`config.mk`:
```
export PLATFORM = sky130hd
export DESIGN_NAME = memController
export DESIGN_NICKNAME = d
export VERILOG_FILES = /design/src/source/mcPkg.sv /design/src/source/memController.sv /design/src/source/writeIssue.sv /design/src/source/readIssue.sv /design/src/source/slotTable.sv
export VERILOG_INCLUDE_DIRS = /design/src /design/src/source
export SDC_FILE = /design/constraint.sdc
export NUM_CORES = 1
export LEC_CHECK = 0
export ABC_AREA = 0
export BUFFER_PORTS_ARGS = -buffer_cell sky130_fd_sc_hd__buf_2
export CORE_AREA = 2 2 249 251
export DETAILED_ROUTE_END_ITERATION = 8
export DIE_AREA = 0 0 251 253
export PLACE_DENSITY_LB_ADDON = 0.15
export SLEW_MARGIN = 0
export SYNTH_ARGS = -nofsm -noshare
export SYNTH_HDL_FRONTEND = slang
export SYNTH_SLANG_ARGS = --single-unit
```
`constraint.sdc`:
```
create_clock -name clk -period 5.9 [get_ports clk]
set_input_delay 0 -clock clk [delete_from_list [all_inputs] [get_ports clk]]
set_output_delay 0 -clock clk [all_outputs]
set_load 0.02 [all_outputs]
```
`src/source/mcParams.svh`:
```
`ifndef MC_PARAMS_SVH
`define MC_PARAMS_SVH

// Transfer slots, one AXI id each
`define MC_NUM_SLOTS 4
`define MC_NUM_PORTS 3
`define MC_ID_W 2

`define MC_ADDR_W 32
`define MC_DATA_W 32
`define MC_TAG_W 8

// AXI burst type driven on AR and AW while valid
`define MC_BURST_WRAP 2'd2

`endif
```
`src/source/mcPkg.sv`:
```
`include "mcParams.svh"

package mcPkg;

    typedef enum logic [2:0] {
        MC_NONE,
        MC_LOAD_BYTE,
        MC_LOAD_HALF,
        MC_LOAD_WORD,
        MC_STORE_BYTE,
        MC_STORE_HALF,
        MC_STORE_WORD
    } mcCmd_t;

    // Slot word holds the load address or the store data
    typedef union packed {
        logic [`MC_ADDR_W-1:0] loadAddr;
        logic [`MC_DATA_W-1:0] storeData;
    } mcOperand_t;

    function automatic logic isLoadCmd(mcCmd_t cmd);
        return cmd inside {MC_LOAD_BYTE, MC_LOAD_HALF, MC_LOAD_WORD};
    endfunction

    // AXI size code, log2 of the access bytes
    function automatic logic [2:0] cmdSize(mcCmd_t cmd);
        case (cmd)
            MC_LOAD_BYTE, MC_STORE_BYTE: return 3'd0;
            MC_LOAD_HALF, MC_STORE_HALF: return 3'd1;
            default: return 3'd2;
        endcase
    endfunction

    // Clear the address bits below the access size
    function automatic logic [`MC_ADDR_W-1:0] alignAddr(logic [`MC_ADDR_W-1:0] addr,
                                                         logic [2:0] size);
        logic [`MC_ADDR_W-1:0] mask;
        mask = ({{(`MC_ADDR_W-1){1'b0}}, 1'b1} << size) - 1'b1;
        return addr & ~mask;
    endfunction

endpackage

```
`src/source/memController.sv`:
```
`include "mcParams.svh"

module memController (
    input  logic clk,
    input  logic rst,
    input  mcPkg::mcCmd_t reqCmd [`MC_NUM_PORTS-1:0],
    input  logic [`MC_ADDR_W-1:0] reqAddr [`MC_NUM_PORTS-1:0],
    input  logic [`MC_DATA_W-1:0] reqData [`MC_NUM_PORTS-1:0],
    input  logic [`MC_TAG_W-1:0] reqTag [`MC_NUM_PORTS-1:0],
    output logic [`MC_NUM_PORTS-1:0] stall,
    output logic ldResValid,
    output logic [`MC_TAG_W-1:0] ldResTag,
    output logic [`MC_DATA_W-1:0] ldResData,
    output logic stResValid,
    output logic [`MC_TAG_W-1:0] stResTag,
    output logic [`MC_ID_W-1:0] axiArId,
    output logic [`MC_ADDR_W-1:0] axiArAddr,
    output logic [2:0] axiArSize,
    output logic [1:0] axiArBurst,
    output logic axiArValid,
    input  logic axiArReady,
    output logic [`MC_ID_W-1:0] axiAwId,
    output logic [`MC_ADDR_W-1:0] axiAwAddr,
    output logic [2:0] axiAwSize,
    output logic [1:0] axiAwBurst,
    output logic axiAwValid,
    input  logic axiAwReady,
    output logic [`MC_DATA_W-1:0] axiWData,
    output logic [`MC_DATA_W/8-1:0] axiWStrb,
    output logic axiWLast,
    output logic axiWValid,
    input  logic axiWReady,
    input  logic [`MC_ID_W-1:0] axiRId,
    input  logic [`MC_DATA_W-1:0] axiRData,
    input  logic axiRValid,
    output logic axiRReady,
    input  logic [`MC_ID_W-1:0] axiBId,
    input  logic axiBValid,
    output logic axiBReady
);
    import mcPkg::*;

    mcCmd_t slotCmd [`MC_NUM_SLOTS-1:0];
    logic [`MC_ADDR_W-1:0] slotAddr [`MC_NUM_SLOTS-1:0];
    mcOperand_t slotOperand [`MC_NUM_SLOTS-1:0];
    logic [`MC_NUM_SLOTS-1:0] needRead;
    logic [`MC_NUM_SLOTS-1:0] needAw;
    logic [`MC_NUM_SLOTS-1:0] needW;
    logic arDone;
    logic [`MC_ID_W-1:0] arSlot;
    logic awDone;
    logic wDone;
    logic [`MC_ID_W-1:0] writeSlot;

    // Responses are always taken, slots have room for them
    assign axiRReady = 1'b1;
    assign axiBReady = 1'b1;

    slotTable slots (
        .clk(clk), .rst(rst),
        .reqCmd(reqCmd), .reqAddr(reqAddr), .reqData(reqData), .reqTag(reqTag),
        .stall(stall),
        .arDone(arDone), .arSlot(arSlot),
        .awDone(awDone), .wDone(wDone), .writeSlot(writeSlot),
        .axiRId(axiRId), .axiRData(axiRData), .axiRValid(axiRValid),
        .axiBId(axiBId), .axiBValid(axiBValid),
        .slotCmd(slotCmd), .slotAddr(slotAddr), .slotOperand(slotOperand),
        .needRead(needRead), .needAw(needAw), .needW(needW),
        .ldResValid(ldResValid), .ldResTag(ldResTag), .ldResData(ldResData),
        .stResValid(stResValid), .stResTag(stResTag)
    );

    readIssue rdIssue (
        .slotCmd(slotCmd), .slotAddr(slotAddr), .slotOperand(slotOperand),
        .needRead(needRead), .axiArReady(axiArReady),
        .axiArId(axiArId), .axiArAddr(axiArAddr), .axiArSize(axiArSize),
        .axiArBurst(axiArBurst), .axiArValid(axiArValid),
        .arDone(arDone), .arSlot(arSlot)
    );

    writeIssue wrIssue (
        .clk(clk), .rst(rst),
        .slotCmd(slotCmd), .slotAddr(slotAddr), .slotOperand(slotOperand),
        .needAw(needAw), .needW(needW),
        .axiAwReady(axiAwReady), .axiWReady(axiWReady),
        .axiAwId(axiAwId), .axiAwAddr(axiAwAddr), .axiAwSize(axiAwSize),
        .axiAwBurst(axiAwBurst), .axiAwValid(axiAwValid),
        .axiWData(axiWData), .axiWStrb(axiWStrb), .axiWLast(axiWLast),
        .axiWValid(axiWValid),
        .awDone(awDone), .wDone(wDone), .writeSlot(writeSlot)
    );

endmodule

```
`src/source/writeIssue.sv`:
```
`include "mcParams.svh"

module writeIssue (
    input  logic clk,
    input  logic rst,
    input  mcPkg::mcCmd_t slotCmd [`MC_NUM_SLOTS-1:0],
    input  logic [`MC_ADDR_W-1:0] slotAddr [`MC_NUM_SLOTS-1:0],
    input  mcPkg::mcOperand_t slotOperand [`MC_NUM_SLOTS-1:0],
    input  logic [`MC_NUM_SLOTS-1:0] needAw,
    input  logic [`MC_NUM_SLOTS-1:0] needW,
    input  logic axiAwReady,
    input  logic axiWReady,
    output logic [`MC_ID_W-1:0] axiAwId,
    output logic [`MC_ADDR_W-1:0] axiAwAddr,
    output logic [2:0] axiAwSize,
    output logic [1:0] axiAwBurst,
    output logic axiAwValid,
    output logic [`MC_DATA_W-1:0] axiWData,
    output logic [`MC_DATA_W/8-1:0] axiWStrb,
    output logic axiWLast,
    output logic axiWValid,
    output logic awDone,
    output logic wDone,
    output logic [`MC_ID_W-1:0] writeSlot
);
    import mcPkg::*;

    localparam int STRB_W = `MC_DATA_W / 8;
    localparam int OFS_W = $clog2(STRB_W);

    logic holdValid;
    logic [`MC_ID_W-1:0] holdSlot;
    logic [`MC_ID_W-1:0] lowSlot;
    logic lowValid;
    logic selValid;
    logic finished;
    logic [2:0] size;
    logic [`MC_ADDR_W-1:0] alignedAddr;
    logic [`MC_DATA_W-1:0] storeData;
    logic [`MC_DATA_W-1:0] replData;
    logic [STRB_W-1:0] sizeMask;

    always_comb begin
        lowSlot = '0;
        lowValid = 1'b0;
        for (int i = 0; i < `MC_NUM_SLOTS; i++) begin
            if (!lowValid && (needAw[i] || needW[i])) begin
                lowSlot = i[`MC_ID_W-1:0];
                lowValid = 1'b1;
            end
        end
    end

    // Stay on one slot until both AW and W are through, keeps W in AW order
    assign writeSlot = holdValid ? holdSlot : lowSlot;
    assign selValid = holdValid || lowValid;

    assign axiAwValid = selValid && needAw[writeSlot];
    assign axiWValid = selValid && needW[writeSlot];
    assign awDone = axiAwValid && axiAwReady;
    assign wDone = axiWValid && axiWReady;
    assign finished = (awDone || !needAw[writeSlot]) && (wDone || !needW[writeSlot]);

    always_ff @(posedge clk) begin
        if (rst)
            holdValid <= 1'b0;
        else
            holdValid <= selValid && !finished;
    end

    always_ff @(posedge clk) begin
        holdSlot <= writeSlot;
    end

    assign size = cmdSize(slotCmd[writeSlot]);
    assign alignedAddr = alignAddr(slotAddr[writeSlot], size);
    assign storeData = slotOperand[writeSlot].storeData;

    // Narrow stores repeat the data on every lane
    always_comb begin
        case (size)
            3'd0: begin
                sizeMask = {{(STRB_W-1){1'b0}}, 1'b1};
                replData = {STRB_W{storeData[7:0]}};
            end
            3'd1: begin
                sizeMask = {{(STRB_W-2){1'b0}}, 2'b11};
                replData = {(STRB_W/2){storeData[15:0]}};
            end
            default: begin
                sizeMask = '1;
                replData = storeData;
            end
        endcase
    end

    assign axiAwId = axiAwValid ? writeSlot : '0;
    assign axiAwAddr = axiAwValid ? alignedAddr : '0;
    assign axiAwSize = axiAwValid ? size : '0;
    assign axiAwBurst = axiAwValid ? `MC_BURST_WRAP : 2'd0;

    assign axiWData = axiWValid ? replData : '0;
    assign axiWStrb = axiWValid ? (sizeMask << alignedAddr[OFS_W-1:0]) : '0;
    assign axiWLast = axiWValid;

endmodule

```
`src/source/readIssue.sv`:
```
`include "mcParams.svh"

module readIssue (
    input  mcPkg::mcCmd_t slotCmd [`MC_NUM_SLOTS-1:0],
    input  logic [`MC_ADDR_W-1:0] slotAddr [`MC_NUM_SLOTS-1:0],
    input  mcPkg::mcOperand_t slotOperand [`MC_NUM_SLOTS-1:0],
    input  logic [`MC_NUM_SLOTS-1:0] needRead,
    input  logic axiArReady,
    output logic [`MC_ID_W-1:0] axiArId,
    output logic [`MC_ADDR_W-1:0] axiArAddr,
    output logic [2:0] axiArSize,
    output logic [1:0] axiArBurst,
    output logic axiArValid,
    output logic arDone,
    output logic [`MC_ID_W-1:0] arSlot
);
    import mcPkg::*;

    localparam int OFS_W = $clog2(`MC_DATA_W / 8);

    logic [2:0] size;
    logic [`MC_ADDR_W-1:0] fullAddr;

    always_comb begin
        arSlot = '0;
        axiArValid = 1'b0;
        for (int i = 0; i < `MC_NUM_SLOTS; i++) begin
            if (!axiArValid && needRead[i]) begin
                arSlot = i[`MC_ID_W-1:0];
                axiArValid = 1'b1;
            end
        end
    end

    // Word part from the operand, byte lane from the request address
    assign fullAddr = {slotOperand[arSlot].loadAddr[`MC_ADDR_W-1:OFS_W],
                       slotAddr[arSlot][OFS_W-1:0]};
    assign size = cmdSize(slotCmd[arSlot]);

    always_comb begin
        axiArId = '0;
        axiArAddr = '0;
        axiArSize = '0;
        axiArBurst = '0;
        if (axiArValid) begin
            axiArId = arSlot;
            axiArAddr = alignAddr(fullAddr, size);
            axiArSize = size;
            axiArBurst = `MC_BURST_WRAP;
        end
    end

    assign arDone = axiArValid && axiArReady;

endmodule

```
`src/source/slotTable.sv`:
```
`include "mcParams.svh"

module slotTable (
    input  logic clk,
    input  logic rst,
    input  mcPkg::mcCmd_t reqCmd [`MC_NUM_PORTS-1:0],
    input  logic [`MC_ADDR_W-1:0] reqAddr [`MC_NUM_PORTS-1:0],
    input  logic [`MC_DATA_W-1:0] reqData [`MC_NUM_PORTS-1:0],
    input  logic [`MC_TAG_W-1:0] reqTag [`MC_NUM_PORTS-1:0],
    output logic [`MC_NUM_PORTS-1:0] stall,
    input  logic arDone,
    input  logic [`MC_ID_W-1:0] arSlot,
    input  logic awDone,
    input  logic wDone,
    input  logic [`MC_ID_W-1:0] writeSlot,
    input  logic [`MC_ID_W-1:0] axiRId,
    input  logic [`MC_DATA_W-1:0] axiRData,
    input  logic axiRValid,
    input  logic [`MC_ID_W-1:0] axiBId,
    input  logic axiBValid,
    output mcPkg::mcCmd_t slotCmd [`MC_NUM_SLOTS-1:0],
    output logic [`MC_ADDR_W-1:0] slotAddr [`MC_NUM_SLOTS-1:0],
    output mcPkg::mcOperand_t slotOperand [`MC_NUM_SLOTS-1:0],
    output logic [`MC_NUM_SLOTS-1:0] needRead,
    output logic [`MC_NUM_SLOTS-1:0] needAw,
    output logic [`MC_NUM_SLOTS-1:0] needW,
    output logic ldResValid,
    output logic [`MC_TAG_W-1:0] ldResTag,
    output logic [`MC_DATA_W-1:0] ldResData,
    output logic stResValid,
    output logic [`MC_TAG_W-1:0] stResTag
);
    import mcPkg::*;

    localparam int PORT_W = $clog2(`MC_NUM_PORTS);

    logic [`MC_TAG_W-1:0] slotTag [`MC_NUM_SLOTS-1:0];
    logic [`MC_ID_W-1:0] enqIdx;
    logic enqValid;
    logic [`MC_ID_W-1:0] firstRead;
    logic [PORT_W-1:0] selPort;
    logic selValid;
    mcCmd_t selCmd;
    logic [`MC_ADDR_W-1:0] selAddr;
    logic loadBlocked;
    logic accept;

    // Lowest free slot and lowest slot still waiting on AR
    always_comb begin
        enqIdx = '0;
        enqValid = 1'b0;
        firstRead = '0;
        for (int i = 0; i < `MC_NUM_SLOTS; i++) begin
            if (!enqValid && slotCmd[i] == MC_NONE) begin
                enqIdx = i[`MC_ID_W-1:0];
                enqValid = 1'b1;
            end
        end
        for (int i = `MC_NUM_SLOTS - 1; i >= 0; i--) begin
            if (needRead[i])
                firstRead = i[`MC_ID_W-1:0];
        end
    end

    // Fixed priority, port 0 first
    always_comb begin
        selPort = '0;
        selValid = 1'b0;
        for (int p = 0; p < `MC_NUM_PORTS; p++) begin
            if (!selValid && reqCmd[p] != MC_NONE) begin
                selPort = p[PORT_W-1:0];
                selValid = 1'b1;
            end
        end
    end

    assign selCmd = reqCmd[selPort];
    assign selAddr = reqAddr[selPort];

    // A new load below the slot on AR would change the AR address while it waits for ready
    assign loadBlocked = isLoadCmd(selCmd) && (|needRead) && (enqIdx < firstRead);
    assign accept = selValid && enqValid && !loadBlocked;

    always_comb begin
        stall = '1;
        if (accept)
            stall[selPort] = 1'b0;
    end

    always_ff @(posedge clk) begin
        if (rst) begin
            for (int i = 0; i < `MC_NUM_SLOTS; i++)
                slotCmd[i] <= MC_NONE;
            needRead <= '0;
            needAw <= '0;
            needW <= '0;
            ldResValid <= 1'b0;
            stResValid <= 1'b0;
        end else begin
            ldResValid <= axiRValid;
            stResValid <= axiBValid;

            if (accept) begin
                slotCmd[enqIdx] <= selCmd;
                if (isLoadCmd(selCmd)) begin
                    needRead[enqIdx] <= 1'b1;
                end else begin
                    needAw[enqIdx] <= 1'b1;
                    needW[enqIdx] <= 1'b1;
                end
            end

            if (arDone)
                needRead[arSlot] <= 1'b0;
            if (awDone)
                needAw[writeSlot] <= 1'b0;
            if (wDone)
                needW[writeSlot] <= 1'b0;

            // Single beat bursts, so one response frees the slot
            if (axiRValid)
                slotCmd[axiRId] <= MC_NONE;
            if (axiBValid)
                slotCmd[axiBId] <= MC_NONE;
        end
    end

    always_ff @(posedge clk) begin
        if (accept) begin
            slotAddr[enqIdx] <= selAddr;
            slotTag[enqIdx] <= reqTag[selPort];
            if (isLoadCmd(selCmd))
                slotOperand[enqIdx].loadAddr <= selAddr;
            else
                slotOperand[enqIdx].storeData <= reqData[selPort];
        end
        if (axiRValid) begin
            ldResTag <= slotTag[axiRId];
            ldResData <= axiRData;
        end
        if (axiBValid)
            stResTag <= slotTag[axiBId];
    end

endmodule

```
==> run_results.csv <==
group,metric,value,unit
clock_network,numCtsBuffers,43,
setup_path,max_stage_delay,880,ps
logic_synthesis,yosysTopAreaCell,"edfxtp_1",
logic_synthesis,synth_commonest_cells,"edfxtp_1 (336), nor2_1 (297), mux2i_1 (122), nand2_1 (92), a21oi_1 (79)",
place,dpl.hpwl,44100,microns
route,num_vias,14456,
clock_network,postCtsResizedCells,0,
global_route,grt_usage,20.1,%
logic_synthesis,async_flop_share,0,%
global_route,grt_pass1_wl,94400,microns
setup_path,r2r_slack,1970,ps
layout,final_nets,2274,
setup_path,rr_worst_depth,11,
sta,min_period,4630,ps
setup_path,timing.rr.end,"wrIssue.holdValid",
hold_path,hold_class,"in2reg",
sta,fin_skew,28.5,ps
clock_network,cts-hold-fix-buffers,107,
power,ir_worst_vdd,0.261,mV
global_route,grt_pass1_vias,14621,
logic_synthesis,yosys-top-cells-area,"edfxtp_1 (56%), mux2i_1 (6.7%), mux4_2 (6.6%)",
place,place.gp.congestion,0.828,
layout,num-fill-cells,6041,
clock_network,clockBufferDepth,3,
setup_path,path_cells,"or4_4 > nor2_4 > a21boi_4 > inv_4 > buf_4 > and2_0 > a211oi_1 > a31oi_1 > o221ai_1 > a211oi_1 > buf_2",
floorplanning,die_area,63500,sq um
setup_path,crit_path_frequent_cell,"a211oi_1",
floorplanning,die_x,251,microns
route,firstDrtPassIters,5,
setup_path,worst-path-buf-inv,3,
setup_path,r2r-start,"slots.needW[0]",
clock_network,ctsRootBufferMaster,"clkbuf_16",
layout,layout-drive-gt1-share,29.6,%
clock_network,h-tree-depth,2,
setup_path,slowest_stage,"buf_4",
clock_network,clk_pin_slew,60,ps
clock_network,clkSinkCount,365,
global_route,grt_overflow_total,0,
sta,setup_violations,0,
setup_path,cp.required,5900,ps
sta,tns,0,ps
logic_synthesis,synth_edf_count,336,
floorplanning,rows,91,
logic_synthesis,netlist_instances,1505,
sta,hold_violations,0,
floorplanning,die_h,253,microns
logic_synthesis,synth_top_cell_area_share,55.6,%
route,totalWireLength,65300,microns
global_route,grt_max_degree,75,
logic_synthesis,synth_flop_cell,"edfxtp_1",
layout,finish.utilization,38.5,%
place,port_buffers,434,
route,wl_per_cell,23.1,microns
clock_network,cts_setup_buffers,0,
layout,final_area,23500,sq um
sta,min_period_over_period,78.5,%
sta,max_clock_freq,0.216,GHz
setup_path,end_kind,"output port",
sta,relSlewSlack,23.0,%
sta,grt_setup_unrepaired,"false",
setup_path,worstSetupStartpointType,"flop",
sta,finalMaxSlewViolations,0,
global_route,antenna_found_initial,3,
setup_path,path_class,"reg2out",
place,postPlaceCellArea,21000,sq um
setup_path,cp.depth,11,
setup_path,cpLargestDelayFamily,"buffers and inverters",
status,status,"finished, final reports clean",
route,drc_errors,0,
logic_synthesis,seq_area_frac_synth,58.8,%
route,vias_per_cell,5.11,
clock_network,worst_skew_pair.late_latency,580,ps
setup_path,cp_max_fo,73,
power,p_leak,9.10,nW
layout,syn2layout_area_growth,29.5,%
route,postRouteAntennaNets,0,
power,power,0.0120,W
floorplanning,pin_count,441,
setup_path,critPathCapture,"axiWData[27]",
logic_synthesis,netlist_area,18100,sq um
floorplanning,core_region_area,61000,sq um
setup_path,startpoint,"slots.needW[0]",
logic_synthesis,synth.avg_cell_area,12.0,sq um
logic_synthesis,yosysMostFrequentCell,"edfxtp_1",
logic_synthesis,yosys_warnings,0,
logic_synthesis,synth-seq-cells,365,
run,maxCapViolCount,0,
floorplanning,start_util,29.7,%
route,drt-initial-drc-count,1098,
logic_synthesis,ys_types,74,
sta,worst-slew-pin-transition,1140,ps
clock_network,cts_tree,"done",
power,p_per_area,512,nW/um^2
setup_path,arrival,4630,ps
[sequential cells by signal, summed over array words and instances (netlist names), 2 cells and up]
| register | cells |
|---|---|
| slots.ldResData | 32 |
| slots.ldResTag | 8 |
| slots.needAw | 4 |
| slots.needRead | 4 |
| slots.needW | 4 |
| slots.slotAddr | 128 |
| slots.slotCmd | 12 |
| slots.slotOperand | 128 |
| slots.slotTag | 32 |
| slots.stResTag | 8 |
| wrIssue.holdSlot | 2 |
[metal layers]
metal | global-route usage [%] | up-vias | routed length [microns]
met1 | 25.4 | 7168 | 27400
met2 | 33.7 | 477 | 31700
met5 | 0 | - | 0
li1 | - | 6705 | -
met4 | 6.99 | 0 | 2020
met3 | 4.50 | 106 | 4180
[area by class of cell]
class                           count  area [sq um]  share of cell area [%]
Clock buffer                       51          1130                    4.80
Antenna cell                        1          2.50                  0.0107
Inverter                           24          95.1                   0.405
Timing Repair Buffer              565          3460                    14.7
Tap cell                          790           988                    4.21
Multi-Input combinational cell   1006          6890                    29.4
Clock inverter                     26           235                    1.00
Sequential cell                   365         10700                    45.5
[kinds of logic (layout without fill, tap and decap cells)]
| kind of cell | Yosys count | in the layout | synth area share (%) |
|---|---|---|---|
| adders and majority gates | 1 | 1 | 0.0690 |
| DFF | 365 | 365 | 58.8 |
| other | 2 | 7 | 0.0414 |
| buffers and inverters | 138 | 666 | 3.60 |
| and+or+nand+nor | 543 | 543 | 13.6 |
| AOI/OAI and AO/OA | 275 | 275 | 10.2 |
| xor gates and xnor gates | 3 | 3 | 0.186 |
| muxes | 178 | 178 | 13.5 |
[placed cells by master (no fill, tap or decap), drive strengths merged, types with 29 or more instances in the layout]
| cell type | synthesis | final |
|---|---|---|
| buf | 49 | 458 |
| edfxtp | 336 | 336 |
| nor2 | 298 | 298 |
| mux2i | 123 | 123 |
| dlygate4sd3 | 0 | 107 |
| nand2 | 93 | 93 |
| a21oi | 79 | 79 |
| a211oi | 62 | 62 |
| mux4 | 53 | 53 |
| clkbuf | 65 | 51 |
| o22ai | 40 | 40 |
| nor4 | 36 | 36 |
| and3 | 32 | 32 |
| dfxtp | 29 | 29 |
[how the worst min path moves through the flow]
stage	from	endpoint	slack [ps]	cells past startpoint
2_1_floorplan	axiArReady	slots.needRead[3]	100	1
3_3_place_gp	axiRData[27]	slots.ldResData[27]	180	1
3_5_place_dp	axiRData[27]	slots.ldResData[27]	180	1
4_1_cts	reqAddr[6]	slots.slotAddr[102]	0.4	3
5_1_grt	reqAddr[6]	slots.slotAddr[102]	20	3
6_report	reqAddr[29]	slots.slotAddr[93]	10	3
[where the power goes]
part	total [W]	internal, W	switching (W)
clock	0.00259	0.00150	0.00109
combinational	0.00551	0.00179	0.00372
sequential	0.00393	0.00366	0.000268
[worst reg2reg max path, delay by kind of cell, from the launching register on]
kind	cells	cell delay, ps
AOI/OAI and AO/OA	3	480
buffers and inverters	4	1600
and+or+nand+nor	4	1360
DFF	1	360
[through the flow]
stage	instances	setup WS (ps)	hold slack (ps)
final	2828	1270	11.9
after global routing	2827	1090	21.7
after CTS	2827	1220	0.354
after detailed placement	2643	1860	179
after global placement	2643	1910	178
after floorplan	1509	482	98.6
(Power assumes the default switching activity.)
